File: src/hdl/fpuPkg.sv
package fpuPkg;

  localparam int addrWidth = 5;
  localparam int dataWidth = 32;

  // register byte offsets
  localparam logic [addrWidth-1:0] regX      = 5'h00;
  localparam logic [addrWidth-1:0] regY      = 5'h04;
  localparam logic [addrWidth-1:0] regCtrl   = 5'h08;
  localparam logic [addrWidth-1:0] regStatus = 5'h0C;
  localparam logic [addrWidth-1:0] regResult = 5'h10;

  typedef enum logic [1:0] {
    opAdd = 2'd0,
    opSub = 2'd1,
    opMul = 2'd2,
    opDiv = 2'd3
  } fpOpT;

  // command word layout
  localparam int ctrlOpLsb = 0;
  localparam int ctrlFlt   = 2;
  localparam int ctrlFloor = 3;
  localparam int ctrlWidth = 4;

  // 2^23 as a float, puts integers at the mantissa LSB
  localparam logic [dataWidth-1:0] convY = 32'h4B00_0000;

  localparam logic [1:0] respOkay   = 2'b00;
  localparam logic [1:0] respSlvErr = 2'b10;

endpackage

File: src/hdl/fpAdder.sv
`timescale 1ns/1ps

module fpAdder (
  input  logic                          clk,
  input  logic                          arstN,
  input  logic                          run,
  input  logic                          u,      // FLT
  input  logic                          v,      // FLOOR
  input  logic [fpuPkg::dataWidth-1:0]  x,
  input  logic [fpuPkg::dataWidth-1:0]  y,
  output logic                          stall,
  output logic [fpuPkg::dataWidth-1:0]  z
);

  logic [1:0]  state;
  logic        xs, ys;
  logic        xn, yn;  // zero operands
  logic [7:0]  xe, ye;
  logic [24:0] xm, ym;
  logic [8:0]  dx, dy;
  logic [7:0]  e0;
  logic [7:0]  shX, shY;
  logic [24:0] x3, y3;
  logic [26:0] sum;
  logic [26:0] s;
  logic        above;
  logic [4:0]  sc;
  logic [24:0] t3;
  logic [8:0]  e1;

  // arithmetic right shift in steps of 1, 4 and 16
  function automatic logic [24:0] alignRight(input logic sgn, input logic [24:0] m,
                                            input logic [7:0] sh);
    logic signed [25:0] a;
    a = {sgn, m};
    a = a >>> sh[1:0];
    a = a >>> {sh[3:2], 2'b00};
    a = a >>> {sh[4], 4'b0000};
    return (sh[7:5] != 3'b000) ? {25{sgn}} : a[24:0];
  endfunction

  assign xs = x[31];
  assign ys = y[31];
  assign xe = u ? 8'h96 : x[30:23];  // integer sits at exponent 150
  assign ye = y[30:23];
  assign xm = {~u | x[23], x[22:0], 1'b0};
  assign ym = {~u & ~v, y[22:0], 1'b0};
  assign xn = (x[30:0] == '0);
  assign yn = (y[30:0] == '0);

  assign dx  = {1'b0, xe} - {1'b0, ye};
  assign dy  = {1'b0, ye} - {1'b0, xe};
  assign e0  = dx[8] ? ye : xe;  // larger exponent wins
  assign shX = dy[8] ? 8'd0 : dy[7:0];
  assign shY = dx[8] ? 8'd0 : dx[7:0];

  always_ff @(posedge clk) begin
    x3  <= alignRight(xs, (xs & ~u) ? -xm : xm, shX);
    y3  <= alignRight(ys, (ys & ~u) ? -ym : ym, shY);
    sum <= {xs, xs, x3} + {ys, ys, y3};
    t3  <= s[25:1] << sc;
  end

  assign s = sum[26] ? -sum : sum;  // magnitude

  // leading one, two bits per step from the top
  always_comb begin
    above = 1'b1;
    sc    = 5'd24;
    for (int k = 0; k < 12; k++) begin
      if (above && s[25-2*k]) begin
        sc = 5'(2*k);
      end else if (above && s[24-2*k]) begin
        sc = 5'(2*k + 1);
      end
      above = above & ~s[25-2*k] & ~s[24-2*k];
    end
  end

  assign e1 = {1'b0, e0} - {4'd0, sc} + 9'd1;

  always_comb begin
    if (v) begin
      z = {{7{sum[26]}}, sum[25:1]};  // floor as integer
    end else if (xn) begin
      z = (u | yn) ? '0 : y;
    end else if (yn) begin
      z = x;
    end else if (t3 == '0 || e1[8]) begin
      z = '0;  // cancelled or underflow
    end else begin
      z = {sum[26], e1[7:0], t3[23:1]};
    end
  end

  always_ff @(posedge clk or negedge arstN) begin
    if (!arstN) begin
      state <= 2'd0;
    end else begin
      state <= run ? state + 2'd1 : 2'd0;
    end
  end

  assign stall = run & (state != 2'd3);

  // requester drops run after the result so state never wraps
  assert property (@(posedge clk) disable iff (!arstN)
    run && !stall |=> !run);

endmodule

File: src/hdl/fpMultiplier.sv
`timescale 1ns/1ps

module fpMultiplier (
  input  logic                          clk,
  input  logic                          arstN,
  input  logic                          run,
  input  logic [fpuPkg::dataWidth-1:0]  x,
  input  logic [fpuPkg::dataWidth-1:0]  y,
  output logic                          stall,
  output logic [fpuPkg::dataWidth-1:0]  z
);

  logic [4:0]  cnt;
  logic [47:0] prod;     // accumulator high, multiplier low
  logic [24:0] partial;
  logic [9:0]  eSum, eOut;
  logic        zeroOut;

  assign partial = {1'b0, prod[47:24]} + (prod[0] ? {2'b01, x[22:0]} : 25'd0);

  always_ff @(posedge clk or negedge arstN) begin
    if (!arstN) begin
      cnt <= 5'd0;
    end else begin
      cnt <= run ? cnt + 5'd1 : 5'd0;
    end
  end

  always_ff @(posedge clk) begin
    if (run) begin
      if (cnt == 5'd0) begin
        prod <= {24'd0, 1'b1, y[22:0]};
      end else if (cnt <= 5'd24) begin
        prod <= {partial, prod[23:1]};  // shift-add step
      end
    end
  end

  assign stall = run & (cnt != 5'd25);

  assign eSum = {2'b00, x[30:23]} + {2'b00, y[30:23]} - 10'd127;
  assign eOut = eSum + {9'd0, prod[47]};

  assign zeroOut = (x[30:23] == 8'd0) || (y[30:23] == 8'd0) ||
                   eOut[9] || (eOut == 10'd0) || (eOut[8:0] >= 9'd255);

  assign z = zeroOut ? '0 :
             {x[31] ^ y[31], eOut[7:0], prod[47] ? prod[46:24] : prod[45:23]};

  // requester drops run once stall falls
  assert property (@(posedge clk) disable iff (!arstN) run |-> cnt <= 5'd25);

endmodule

File: src/hdl/fpDivider.sv
`timescale 1ns/1ps

module fpDivider (
  input  logic                          clk,
  input  logic                          arstN,
  input  logic                          run,
  input  logic [fpuPkg::dataWidth-1:0]  x,
  input  logic [fpuPkg::dataWidth-1:0]  y,
  output logic                          stall,
  output logic [fpuPkg::dataWidth-1:0]  z
);

  logic [4:0]  cnt;
  logic [24:0] rem;
  logic [24:0] quot;
  logic [25:0] diff;
  logic [9:0]  eDiff, eOut;
  logic        zeroOut;

  assign diff = {1'b0, rem} - {3'b001, y[22:0]};  // diff[25] set means no subtract

  always_ff @(posedge clk or negedge arstN) begin
    if (!arstN) begin
      cnt <= 5'd0;
    end else begin
      cnt <= run ? cnt + 5'd1 : 5'd0;
    end
  end

  always_ff @(posedge clk) begin
    if (run) begin
      if (cnt == 5'd0) begin
        rem  <= {2'b01, x[22:0]};
        quot <= '0;
      end else if (cnt <= 5'd25) begin
        rem  <= diff[25] ? {rem[23:0], 1'b0} : {diff[23:0], 1'b0};
        quot <= {quot[23:0], ~diff[25]};
      end
    end
  end

  assign stall = run & (cnt != 5'd26);

  assign eDiff = {2'b00, x[30:23]} - {2'b00, y[30:23]} + 10'd127;
  assign eOut  = eDiff - {9'd0, ~quot[24]};  // quotient below one

  // divide by zero also lands here
  assign zeroOut = (x[30:23] == 8'd0) || (y[30:23] == 8'd0) ||
                   eOut[9] || (eOut == 10'd0) || (eOut[8:0] >= 9'd255);

  assign z = zeroOut ? '0 :
             {x[31] ^ y[31], eOut[7:0], quot[24] ? quot[23:1] : quot[22:0]};

  assert property (@(posedge clk) disable iff (!arstN) run |-> cnt <= 5'd26);

endmodule

File: src/hdl/fpuRegs.sv
`timescale 1ns/1ps

module fpuRegs (
  input  logic                          clk,
  input  logic                          arstN,
  input  logic [fpuPkg::addrWidth-1:0]  awAddr,
  input  logic                          awValid,
  output logic                          awReady,
  input  logic [fpuPkg::dataWidth-1:0]  wData,
  input  logic                          wValid,
  output logic                          wReady,
  output logic [1:0]                    bResp,
  output logic                          bValid,
  input  logic                          bReady,
  input  logic [fpuPkg::addrWidth-1:0]  arAddr,
  input  logic                          arValid,
  output logic                          arReady,
  output logic [fpuPkg::dataWidth-1:0]  rData,
  output logic [1:0]                    rResp,
  output logic                          rValid,
  input  logic                          rReady,
  output logic                          addRun,
  output logic                          mulRun,
  output logic                          divRun,
  output logic [fpuPkg::dataWidth-1:0]  opX,
  output logic [fpuPkg::dataWidth-1:0]  opY,
  output logic                          fltMode,
  output logic                          floorMode,
  input  logic                          addStall,
  input  logic                          mulStall,
  input  logic                          divStall,
  input  logic [fpuPkg::dataWidth-1:0]  addZ,
  input  logic [fpuPkg::dataWidth-1:0]  mulZ,
  input  logic [fpuPkg::dataWidth-1:0]  divZ
);
  import fpuPkg::*;

  logic [dataWidth-1:0] xReg, yReg, resultReg, unitZ;
  logic [ctrlWidth-1:0] cmdReg;
  fpOpT                 cmdOp, newOp;
  logic                 busy;
  logic                 wrOffer, wrFire, wrMapped;
  logic                 arOffer, rdFire;
  logic                 done;

  assign wrOffer  = ~awReady & awValid & wValid & ~bValid & ~busy;
  assign wrFire   = awReady & awValid & wValid;
  assign wrMapped = (awAddr == regX) || (awAddr == regY) || (awAddr == regCtrl);
  assign arOffer  = ~arReady & arValid & ~rValid & ~(busy & (arAddr == regResult));
  assign rdFire   = arReady & arValid;

  assign newOp = fpOpT'(wData[ctrlOpLsb +: 2]);
  assign cmdOp = fpOpT'(cmdReg[ctrlOpLsb +: 2]);

  assign done  = (addRun & ~addStall) | (mulRun & ~mulStall) | (divRun & ~divStall);
  assign unitZ = addRun ? addZ : (mulRun ? mulZ : divZ);

  assign fltMode   = (cmdOp == opAdd) & cmdReg[ctrlFlt];
  assign floorMode = (cmdOp == opAdd) & cmdReg[ctrlFloor];
  assign opX = xReg;
  assign opY = (fltMode | floorMode) ? convY :
               (cmdOp == opSub) ? {~yReg[31], yReg[30:0]} : yReg;

  always_ff @(posedge clk or negedge arstN) begin
    if (!arstN) begin
      awReady <= 1'b0;
      wReady  <= 1'b0;
      bValid  <= 1'b0;
      arReady <= 1'b0;
      rValid  <= 1'b0;
    end else begin
      awReady <= wrOffer;  // both ready for one cycle
      wReady  <= wrOffer;
      arReady <= arOffer;
      if (wrFire) begin
        bValid <= 1'b1;
      end else if (bReady) begin
        bValid <= 1'b0;
      end
      if (rdFire) begin
        rValid <= 1'b1;
      end else if (rReady) begin
        rValid <= 1'b0;
      end
    end
  end

  always_ff @(posedge clk) begin
    if (wrFire) begin
      bResp <= wrMapped ? respOkay : respSlvErr;
      if (awAddr == regX) begin
        xReg <= wData;
      end
      if (awAddr == regY) begin
        yReg <= wData;
      end
    end
    if (rdFire) begin
      rResp <= respOkay;
      case (arAddr)
        regX:      rData <= xReg;
        regY:      rData <= yReg;
        regCtrl:   rData <= {{(dataWidth-ctrlWidth){1'b0}}, cmdReg};
        regStatus: rData <= {{(dataWidth-1){1'b0}}, busy};
        regResult: rData <= resultReg;
        default: begin
          rData <= '0;
          rResp <= respSlvErr;
        end
      endcase
    end
  end

  // command start and result capture
  always_ff @(posedge clk or negedge arstN) begin
    if (!arstN) begin
      cmdReg    <= '0;
      busy      <= 1'b0;
      addRun    <= 1'b0;
      mulRun    <= 1'b0;
      divRun    <= 1'b0;
      resultReg <= '0;
    end else if (wrFire && awAddr == regCtrl) begin
      cmdReg <= wData[ctrlWidth-1:0];
      busy   <= 1'b1;
      addRun <= (newOp == opAdd) || (newOp == opSub);
      mulRun <= newOp == opMul;
      divRun <= newOp == opDiv;
    end else if (done) begin
      resultReg <= unitZ;
      busy      <= 1'b0;
      addRun    <= 1'b0;
      mulRun    <= 1'b0;
      divRun    <= 1'b0;
    end
  end

  // no write lands while a command runs
  assert property (@(posedge clk) disable iff (!arstN) wrFire |-> !busy);

endmodule

File: src/hdl/fpuTop.sv
`timescale 1ns/1ps

module fpuTop (
  input  logic                          clk,
  input  logic                          arstN,
  input  logic [fpuPkg::addrWidth-1:0]  awAddr,
  input  logic                          awValid,
  output logic                          awReady,
  input  logic [fpuPkg::dataWidth-1:0]  wData,
  input  logic                          wValid,
  output logic                          wReady,
  output logic [1:0]                    bResp,
  output logic                          bValid,
  input  logic                          bReady,
  input  logic [fpuPkg::addrWidth-1:0]  arAddr,
  input  logic                          arValid,
  output logic                          arReady,
  output logic [fpuPkg::dataWidth-1:0]  rData,
  output logic [1:0]                    rResp,
  output logic                          rValid,
  input  logic                          rReady
);
  import fpuPkg::*;

  logic                 addRun, mulRun, divRun;
  logic                 addStall, mulStall, divStall;
  logic                 fltMode, floorMode;
  logic [dataWidth-1:0] opX, opY;
  logic [dataWidth-1:0] addZ, mulZ, divZ;

  fpuRegs regs (
    .clk(clk), .arstN(arstN),
    .awAddr(awAddr), .awValid(awValid), .awReady(awReady),
    .wData(wData), .wValid(wValid), .wReady(wReady),
    .bResp(bResp), .bValid(bValid), .bReady(bReady),
    .arAddr(arAddr), .arValid(arValid), .arReady(arReady),
    .rData(rData), .rResp(rResp), .rValid(rValid), .rReady(rReady),
    .addRun(addRun), .mulRun(mulRun), .divRun(divRun),
    .opX(opX), .opY(opY), .fltMode(fltMode), .floorMode(floorMode),
    .addStall(addStall), .mulStall(mulStall), .divStall(divStall),
    .addZ(addZ), .mulZ(mulZ), .divZ(divZ)
  );

  fpAdder adder (
    .clk(clk), .arstN(arstN), .run(addRun), .u(fltMode), .v(floorMode),
    .x(opX), .y(opY), .stall(addStall), .z(addZ)
  );

  fpMultiplier multiplier (
    .clk(clk), .arstN(arstN), .run(mulRun),
    .x(opX), .y(opY), .stall(mulStall), .z(mulZ)
  );

  fpDivider divider (
    .clk(clk), .arstN(arstN), .run(divRun),
    .x(opX), .y(opY), .stall(divStall), .z(divZ)
  );

endmodule

File: config.mk
export PLATFORM = sky130hd
export DESIGN_NAME = fpuTop
export DESIGN_NICKNAME = d
export VERILOG_FILES = /design/src/hdl/fpuPkg.sv /design/src/hdl/fpAdder.sv /design/src/hdl/fpMultiplier.sv /design/src/hdl/fpDivider.sv /design/src/hdl/fpuRegs.sv /design/src/hdl/fpuTop.sv
export SDC_FILE = /design/constraint.sdc
export NUM_CORES = 1
export LEC_CHECK = 0
export BUFFER_PORTS_ARGS = -buffer_cell sky130_fd_sc_hd__buf_2
export CORE_MARGIN = 3
export CORE_UTILIZATION = 58
export DETAILED_ROUTE_END_ITERATION = 8
export HOLD_SLACK_MARGIN = 0.02
export PLACE_DENSITY = 0.74
export SYNTH_ARGS = -nofsm -noshare
export SYNTH_HDL_FRONTEND = slang
export SYNTH_SLANG_ARGS = --single-unit
File: constraint.sdc
create_clock -name clk -period 6.9 [get_ports clk]
set_input_delay 1.38 -clock clk [delete_from_list [all_inputs] [get_ports clk]]
set_output_delay 1.38 -clock clk [all_outputs]
set_load 0.02 [all_outputs]
* Yosys cells after proc, flatten, opt, wreduce, memory -nomap -nowiden
Cells that the tools add are included.
W data, S select, Z words.
** Cells by class
- $add $sub $neg :: 19
- $lt $le $gt $ge :: 4
- Bitwise operators :: 86
- Div/mod/pow operators :: 0
- Multiply operators :: 0
- Reduce and logical (&&, ||, !) cells :: 60
- Shift-type cells :: 7
- Equality and inequality tests :: 13
- Multiplexer cells :: 68
** Operators with widths (number)
- $mux W32 :: 11
- $mux W25 :: 7
- $pmux W32 S5 :: 1
- $mux W5 :: 26
- $mux W23 :: 4
- $logic_not A31 Y1 :: 2
- $sshr A26 B2 Y26 :: 2
- $sshr A26 B4 Y26 :: 2
- $sshr A26 B5 Y25 :: 2
- $neg A25 Y25 :: 2
- $mux W48 :: 1
- $and A1 B1 Y1 :: 43
- $not A1 Y1 :: 37
- $mux W8 :: 4
- $add A26 B26 Y27 :: 1
- $sub A8 B8 Y9 :: 3
- $mux W26 :: 1
- $neg A26 Y26 :: 1
- $sub A25 B24 Y26 :: 1
- $add A24 B25 Y25 :: 1
- $logic_not A25 Y1 :: 1
- $shl A25 B5 Y25 :: 1
- $mux W24 :: 1
- $logic_and A1 B1 Y1 :: 23
- 31 further kinds :: 79
** Storage, ports and cells
- Bits in latches :: 0
- Memories :: 0
- Output and inout port bits :: 41
- Bits in writable memories :: 0
- Register bits after elaboration :: 356
- Logic and storage cells :: 284
- Memory bits (read-only) :: 0

* Longest topological paths before layout
Gate-level depths: netlist of run 1.
- Word-level depth :: 35
- Gate-level depth with buffers :: 35

* Cells and area by module
Synthesis of run 1 repeated with hierarchy kept, for this count alone.
** Unflattened totals
- Cells, all modules :: 3070
- Area, all modules :: 27176.1 sq um
** By module, submodules not included
- fpAdder :: cells each 1608, sequential area each 2092.0 sq um, instances 1, area each 11541.1 sq um
- fpuRegs :: cells each 454, sequential area each 4043.9 sq um, instances 1, area each 6326.1 sq um
- fpDivider :: cells each 547, sequential area each 1626.6 sq um, instances 1, area each 4868.4 sq um
- fpMultiplier :: cells each 461, sequential area each 1566.5 sq um, instances 1, area each 4440.5 sq um

* Worst setup path after synthesis of run 1
Ideal clock, no wire load.
- Path type :: register to register
- Start point :: register regs.cmdReg[0]
- End point :: register regs.resultReg[10]
- Clock period less this slack :: 6307 ps
- Library setup time :: 86 ps
- Path buffers :: 6
- Cell stages (with the launch flop) :: 33
- Data arrival time :: 6221 ps
- Path slack :: 593 ps
- Data required time :: 6814 ps
- Cells stage by stage :: dfrtp_1 -> or2_2 -> nor2_1 -> clkbuf_1 -> buf_1 -> nor2_1 -> fa_1 -> a21o_1 -> a21oi_1 -> o21ai_0 -> a21oi_1 -> o21ai_0 -> a21o_1 -> clkbuf_1 -> clkbuf_1 -> clkbuf_1 -> nand2_1 -> o21ai_0 -> ha_1 -> inv_1 -> ha_1 -> a21o_1 -> a21oi_1 -> o21bai_1 -> a21oi_1 -> o21bai_1 -> a21oi_1 -> nand2_1 -> mux2i_1 -> and2_0 -> clkbuf_1 -> a21oi_1 -> nor3_1
** Between the ends
- Longest elaborated chain between the ends :: 14
- Elaborated cells on any way between the ends :: 40
** RTL lines
- from (decl) :: line fpuRegs.sv:39 : logic [ctrlWidth-1:0] cmdReg;
- from (signal assigned) :: line fpuRegs.sv:124 : cmdReg <= wData[ctrlWidth-1:0];
- $logic_not A2 Y1 * :: line fpuRegs.sv:58, fpuRegs.sv:59
- parallel branches: the longest is 12 deep, another holds $add A10 B7 Y10
- $mux W32 * :: line fpuRegs.sv:56 : assign unitZ = addRun ? addZ : (mulRun ? mulZ : divZ);
- to (signal assigned) :: line fpuRegs.sv:130 : resultReg <= unitZ;
- to (decl) :: line fpuRegs.sv:38 : logic [dataWidth-1:0] xReg, yReg, resultReg, unitZ;
Every way passes the cells marked *.
A chain may end at the register's enable or synchronous reset.

* Final worst setup path of run 1
- Start point :: register adder.sum[4]
- End point :: register regs.resultReg[4]
** Between the ends
- Longest elaborated chain between the ends :: 35
- Elaborated cells on any way between the ends :: 99
** RTL lines
- from (decl) :: line fpAdder.sv:24 : logic [26:0] sum;
- from (signal assigned) :: line fpAdder.sv:60 : sum <= {xs, xs, x3} + {ys, ys, y3};
- $neg A26 Y26 :: line fpAdder.sv:64 : assign s = sum[26] ? -sum : sum;
- $mux W26 * :: line fpAdder.sv:64
- $not A1 Y1 :: line fpAdder.sv:76 : above = above & ~s[25-2*k] & ~s[24-2*k];
- $and A1 B1 Y1 :: line fpAdder.sv:76
- $logic_and A1 B1 Y1 / $and A1 B1 Y1 (equally long branches) :: line fpAdder.sv:73, fpAdder.sv:76
- $mux W5 / $and A1 B1 Y1 (equally long branches) :: line fpAdder.sv:73, fpAdder.sv:76
- $mux W5, or another cell as far along :: line fpAdder.sv:71 : if (above && s[25-2*k]) begin
- $mux W5 / $and A1 B1 Y1 (equally long branches) :: line fpAdder.sv:73, fpAdder.sv:76
- [... 19 more ...]
- $sub A8 B5 Y9 * :: line fpAdder.sv:80 : assign e1 = {1'b0, e0} - {4'd0, sc} + 9'd1;
- $add A9 B1 Y9 * :: line fpAdder.sv:80
- $logic_or A1 B1 Y1 * :: line fpAdder.sv:89 : end else if (t3 == '0 || e1[8]) begin
- $mux W32 * :: line fpAdder.sv:89
- $mux W32 * :: line fpAdder.sv:87 : end else if (yn) begin
- $mux W32 * :: line fpAdder.sv:85 : end else if (xn) begin
- $mux W32 * :: line fpAdder.sv:83 : if (v) begin
- $mux W32 * :: line fpuRegs.sv:56
Mark *: on every way between the ends. The rest lies on a longest branch, timed or not.

==> results of run 1 <==
-- stage by stage --
| stage | power (mW) | worst slack [ps] |
|---|---|---|
| after CTS | 4.66 | 452 |
| after global routing | 4.76 | 21.3 |
| after global placement | 2.48 | 632 |
| final | 4.65 | 451 |
| after detailed placement | 2.48 | 480 |
| after floorplan | 2.40 | 593 |
-- worst max-delay path, stage by stage, from the launching register on --
cell and delay (ps):
dfxtp_1 380, or4_1 690, buf_4 250, o31ai_2 330, xor2_1 500, nand4_1 210
or3_4 390, nor3_4 140, inv_2 100, nor2_1 330, nor2_4 140, clkinv_1 190
ha_1 270, ha_1 340, a21oi_1 230, o21bai_1 90, a21oi_1 230, o21bai_1 90
a21oi_1 270, nand2b_1 150, mux2i_1 90, buf_4 210, a22oi_1 140, nor2_1 60
a2111oi_0 410, nor3_1 80
-- final cells by class --
type / count / area [sq um] / area share
multi-input cells: 2213 / 15400 / 0.548
flip-flops and latches: 354 / 9330 / 0.331
clock buffers: 57 / 1200 / 0.0426
diodes: 3 / 7.51 / 0.000267
well taps: 585 / 732 / 0.0260
inverters: 112 / 420 / 0.0149
repair buffers: 149 / 901 / 0.0320
clock inverters: 16 / 158 / 0.00560
-- cells in the mapped netlist, types with 75 or more instances --
master    instances
nor2_1          261
nand2_1         240
a21oi_1         197
edfxtp_1        196
o21ai_0         183
mux2i_1         151
ha_1            138
clkbuf_1        122
inv_1           109
dfxtp_1         102
xnor2_1          90
mux2_2           87
nor3_1           82
xor2_1           78
and2_1           75
-- cell families (layout without fill, tap and decap cells) --
| family | Yosys count | after routing | synth area share |
|---|---|---|---|
| AND/OR/NAND/NOR | 905 | 905 | 0.170 |
| flip-flops | 354 | 354 | 0.362 |
| adder cells (fa/ha/maj) | 147 | 147 | 0.0740 |
| other | 1 | 5 | 0.000146 |
| XOR/XNOR | 169 | 169 | 0.0580 |
| multiplexers | 246 | 246 | 0.103 |
| AO/OA/AOI/OAI | 744 | 744 | 0.191 |
| buffers and inverters | 267 | 334 | 0.0418 |
-- repair_timing --
| action | 4_1_cts | 5_1_grt |
|---|---|---|
| gates resized for setup | 0 | 3 |
| setup endpoints to repair | 0 | 21 |
| hold buffers | 0 | 0 |
-- worst max path at each step --
stage | start | to | slack (ps)
floorplan | regs.cmdReg[0]$_DFFE_PN0P_ | regs.resultReg[10]$_DFFE_PN0P_ | 590
global placement | adder.sum[4]$_DFF_P_ | regs.resultReg[5]$_DFFE_PN0P_ | 630
detailed placement | adder.sum[4]$_DFF_P_ | regs.resultReg[5]$_DFFE_PN0P_ | 480
CTS | adder.sum[4]$_DFF_P_ | regs.resultReg[5]$_DFFE_PN0P_ | 450
global route | regs.cmdReg[0]$_DFFE_PN0P_ | regs.resultReg[6]$_DFFE_PN0P_ | 20
finish | adder.sum[4]$_DFF_P_ | regs.resultReg[4]$_DFFE_PN0P_ | 450
-- registers in the layout, indices dropped and copies added (netlist names), 2 cells and up --
name,flops
adder.sum,27
regs.cmdReg,4
adder.state,2
adder.t3,25
multiplier.cnt,5
adder.x3,25
regs.yReg,32
divider.rem,25
adder.y3,25
divider.quot,25
regs.rData,32
regs.opX,32
divider.cnt,5
multiplier.prod,48
regs.resultReg,32
-- where the power goes --
| part | switching, mW | internal [mW] |
|---|---|---|
| sequential | 0.0174 | 2.24 |
| clock | 0.920 | 1.29 |
| combinational | 0.121 | 0.0614 |
| total | 1.06 | 3.60 |
-- metal layers --
layer  track usage  share of wire  vias to the layer above
met1         0.513           0.40                    11300
met4         0.182          0.057                        0
met2         0.588           0.44                     1371
met3        0.0755           0.10                      268
li1              -              -                    10500
met5             0              0                        -
==> metrics.yaml, run 1 <==
status:
  outcome: "finished, final reports clean"
drt:
  drc: 0
  ant_nets: 0
  drt_iter0_drc: 2850
  wl_per_cell_microns: 26.0
  via_per_inst: 6.72
  routed_wl_microns: 90700
  vias: 23500
  drt_first_pass_iters: 9
synth:
  syn_avg_cell_area_sq_um: 9.09
  yosysTopAreaCellShare: 0.228
  yosysUniqueCellTypes: 105
  syn_inst: 2833
  synth_edf_count: 196
  syn_area_sq_um: 25800
  yosys_most_used_dff: "edfxtp_1"
  async_flop_share: 0.158
  seq_area_frac_synth: 0.362
  ys.warnings.count: 0
  ys_ff_latch: 354
  yosysTopAreaCell: "edfxtp_1"
  ys_top_cells_by_area: "edfxtp_1 23%, dfxtp_1 7.9%, ha_1 6.7%, mux2i_1 5.9%, dfrtp_1 5.4%"
die:
  die_y_microns: 217
  core.rowCount: 76
  core_area_sq_um: 43500
  dieArea_sq_um: 47000
  start_util: 0.593
  die_x_microns: 217
  ios: 90
worst_hold_path:
  holdPathEnd: "adder.state[0]$_DFF_PN0_"
  worst_hold_path_type: "register to register"
  holdPathStages: 1
  hp-start: "adder.state[0]$_DFF_PN0_"
global_route:
  first_global_vias: 22300
  grt_usage: 0.380
  grt_first_pass_wirelength_microns: 136000
  grt_max_degree: 62
  overflow: 0
  antenna_found_initial: 5
power:
  vdd_drop_max_mv: 0.183
  p_per_area_nw_per_um2: 165
  leakage_nw: 11.7
layout:
  drive_gt1_frac: 0.127
  filler_cell_count: 3692
  fin_cells: 3489
  area_growth_pct: 9.36
  post-route-cell-area_sq_um: 28200
  finish.utilization: 0.648
  layout.nets: 3066
  layout.cells.most_common: "nor2_1"
  final_cell_mix: "259 x nor2_1, 239 x nand2_1, 197 x a21oi_1, 196 x edfxtp_1, 183 x o21ai_0"
setup_path:
  reg2regPathDepth: 25
  path_max_fanout: 13
  critPathArrivalTime_ps: 6850
  ff2ff_setup_slack_ps: 450
  critPathLaunchType: "register"
  cp.required_ps: 7300
  worstReg2RegEnd: "regs.resultReg[4]$_DFFE_PN0P_"
  rr_startpoint: "adder.sum[4]$_DFF_P_"
  end_kind: "register"
  crit_type: "register to register"
cts:
  postCtsSetupBuffers: 0
  clk_path_buf_depth: 3
  cts_max_level: 2
  tritoncts: "yes"
  clk_latency_ps: 570
  root_buffer: "clkbuf_16"
  cts_made_buffers: 40
  clock_sinks: 354
  clk_pin_slew_ps: 60
placed_design:
  dp_hpwl_microns: 68700
  place_congestion: 1.05
  place.port_buffers: 87
  placed_area_sq_um: 26800
  dp.cells: 3413
timing:
  period_minus_slack_ps: 6450
  hold_violations: 0
  finalCritPeriodShare: 0.935
  setup_viol: 0
  setup_tns_ps: 0
  rsz0062_at_grt: "false"
  tightestPinTransition_ps: 1210
  clock.fmax_mhz: 155
  relSlewSlack: 0.191
  whs_ps: 437
  finalMaxSlewViolations: 0
  finClkSkew_ps: 31.6
flow_run:
  cap_violations: 0
(Power assumes the default switching activity.)
==> run 2: changes to the inputs <==
--- a/config.mk
+++ b/config.mk
@@ -7,10 +7,10 @@
 export LEC_CHECK = 0
 export BUFFER_PORTS_ARGS = -buffer_cell sky130_fd_sc_hd__buf_2
 export CORE_MARGIN = 3
-export CORE_UTILIZATION = 58
+export CORE_UTILIZATION = 60
 export DETAILED_ROUTE_END_ITERATION = 8
 export HOLD_SLACK_MARGIN = 0.02
-export PLACE_DENSITY = 0.74
+export PLACE_DENSITY = 0.76
 export SYNTH_ARGS = -nofsm -noshare
 export SYNTH_HDL_FRONTEND = slang
 export SYNTH_SLANG_ARGS = --single-unit
==> run 2 against run 1 <==
  * Flip-flop and latch count is the same
  * Routed wire length shrank 3.7%
  * Highest routed layer is now met5
  * Final cell count shrank 1.7%
  * Clock skew grew 2.4 ps
  * Fmax grew 0.96%
  * Core utilization grew 1.7 points
  * Sequential power is essentially flat
  * Critical endpoint is now regs.resultReg[7]$_DFFE_PN0P_
  * Sequential share of layout area grew 0.15 points
  * Clock power is essentially flat
==> metrics.yaml, run 2 (synthesis gave the netlist of run 1 again) <==
layout:
  filler_cell_count: 3432  # -7.0%
  largest_register_ffs: 48  # unchanged
  finish.utilization: 0.666  # +0.0174
  drive_gt1_frac: 0.125  # -0.00159
  fin_cells: 3430  # -1.7%
  layout.nets: 3056  # -0.33%
  layout.cells.most_common: "nor2_1"
  post-route-cell-area_sq_um: 28000  # -0.44%
  regMostFlops: "multiplier.prod"
  final_cell_mix: "257 x nor2_1, 239 x nand2_1, 197 x a21oi_1, 196 x edfxtp_1, 183 x o21ai_0"
  area_growth_pct: 8.88
timing:
  whs_ps: 431  # -6.57 ps
  hold_violations: 0  # unchanged
  clock.fmax_mhz: 157  # +0.96%
  period_minus_slack_ps: 6390  # -61.4 ps
  finalMaxSlewViolations: 0  # unchanged
  setup_tns_ps: 0  # unchanged
  setup_viol: 0  # unchanged
  rsz0062_at_grt: "false"
  finalCritPeriodShare: 0.926  # -0.00889
  finClkSkew_ps: 34.0  # +2.37 ps
  setup_ws_ps: 512  # +61.4 ps
  tightestPinTransition_ps: 1300  # +85.5 ps
  relSlewSlack: 0.136  # -0.0550
cts:
  clock_sinks: 354  # unchanged
  tritoncts: "yes"
  clk_pin_slew_ps: 70  # about the same
  cts_made_buffers: 39  # -2.5%
  cts_max_level: 2  # unchanged
  clk_path_buf_depth: 3  # unchanged
  postCtsSetupBuffers: 0  # unchanged
  root_buffer: "clkbuf_16"
  clk_latency_ps: 590  # +20 ps
setup_path:
  cpMaxStageDelayCell: "fa_1"
  cp.required_ps: 7340  # +40 ps
  critPathArrivalTime_ps: 6830  # -20 ps
  critPathLaunchType: "register"
  worstReg2RegEnd: "regs.resultReg[7]$_DFFE_PN0P_"
  cp_num_buf_inv: 3  # -1
  ff2ff_setup_slack_ps: 510  # +60 ps
  cp_slowest_stage_delay_ps: 460  # -230 ps
  crit_type: "register to register"
  crit_family: "compound AO/OA/AOI/OAI gates"
  end_kind: "register"
  path_max_fanout: 13  # unchanged
  rr_startpoint: "regs.cmdReg[0]$_DFFE_PN0P_"
  cp-startpoint: "regs.cmdReg[0]$_DFFE_PN0P_"
  reg2regPathDepth: 29  # +16%
  worst_path_most_repeated_cell: "a21oi_1"
drt:
  vias: 23300  # -0.75%
  ant_nets: 0  # unchanged
  drt_iter0_drc: 3046  # +6.9%
  routed_wl_microns: 87400  # -3.7%
  drc: 0  # unchanged
  wl_per_cell_microns: 25.5  # -2.0%
  via_per_inst: 6.79  # +0.96%
  drt_first_pass_iters: 7  # -2
power:
  p_seq_frac: 0.487  # +0.002
  total_power_mw: 4.64  # -0.23%
  p_per_area_nw_per_um2: 166  # +0.21%
  switching_power_mw: 1.08  # +2.0%
  intPower_mw: 3.56  # -0.89%
  leakage_nw: 11.6  # -0.50%
  power.clock.fraction: 0.475  # about the same
  vdd_drop_max_mv: 0.182  # -0.41%
  comb_power_share: 0.038  # about the same
  switching_share: 0.232  # +0.00513
global_route:
  grt_max_degree: 62  # unchanged
  overflow: 0  # unchanged
  antenna_found_initial: 3  # -2
  grt_first_pass_wirelength_microns: 130000  # -4.4%
  first_global_vias: 21700  # -2.7%
  grt_usage: 0.379  # -0.00128
worst_hold_path:
  hp-start: "adder.state[0]$_DFF_PN0_"
  holdPathStages: 1  # unchanged
  worst_hold_path_type: "register to register"
  holdPathEnd: "adder.state[0]$_DFF_PN0_"
die:
  start_util: 0.611  # +0.0186
  core_area_sq_um: 42100  # -3.0%
  ios: 90  # unchanged
  dieArea_sq_um: 45500  # -3.2%
  die_y_microns: 213  # -1.6%
  die_x_microns: 213  # -1.6%
  core.rowCount: 75  # -1.3%
status:
  outcome: "finished, final reports clean"
placed_design:
  place.port_buffers: 87  # unchanged
  place_congestion: 1.08  # +3.5%
  dp_hpwl_microns: 66100  # -3.8%
  placed_area_sq_um: 26700  # -0.42%
  dp_slack_ps: 349  # -131 ps
  dp.cells: 3358  # -1.6%
flow_run:
  cap_violations: 0  # unchanged
[run 2: final cells by class]
type | count | area (sq um) | area share
multi-input combinational | 2213 | 15400 | 0.550
antenna | 1 | 2.50 | 0.0000892
tap | 539 | 674 | 0.0240
clock inverter | 24 | 279 | 0.00995
timing repair buffer | 140 | 846 | 0.0302
inverter | 112 | 424 | 0.0151
sequential | 354 | 9330 | 0.333
clock buffer | 47 | 1060 | 0.0377
[run 2: what timing repair did]
action | CTS | global route
gates resized for setup | 0 | 7
setup endpoints to repair | 0 | 32
hold buffers | 0 | 0
[run 2: worst max path at each step]
| stage | to | cells after the start |
|---|---|---|
| 2_1_floorplan | regs.resultReg[10]$_DFFE_PN0P_ | 32 |
| 3_3_place_gp | regs.resultReg[4]$_DFFE_PN0P_ | 24 |
| 3_5_place_dp | regs.resultReg[7]$_DFFE_PN0P_ | 24 |
| 4_1_cts | regs.resultReg[6]$_DFFE_PN0P_ | 24 |
| 5_1_grt | regs.resultReg[4]$_DFFE_PN0P_ | 25 |
| 6_report | regs.resultReg[7]$_DFFE_PN0P_ | 29 |
[run 2: per-layer routing]
metal  GRT usage  vias to the layer above  wire length [microns]
li1            -                    10500                      -
met1       0.509                    11100                  34300
met2       0.567                     1467                  37100
met3       0.101                      281                  10700
met4       0.189                        4                   5290
met5           0                        -                     27
[run 2: power by group through the flow]
stage / combinational (mW) / sequential [mW] / clock, mW
finish: 0.178 / 2.26 / 2.21
global route: 0.189 / 2.26 / 2.29
CTS: 0.174 / 2.26 / 2.21
detailed placement: 0.173 / 2.30 / 0
global placement: 0.171 / 2.30 / 0
floorplan: 0.0913 / 2.31 / 0
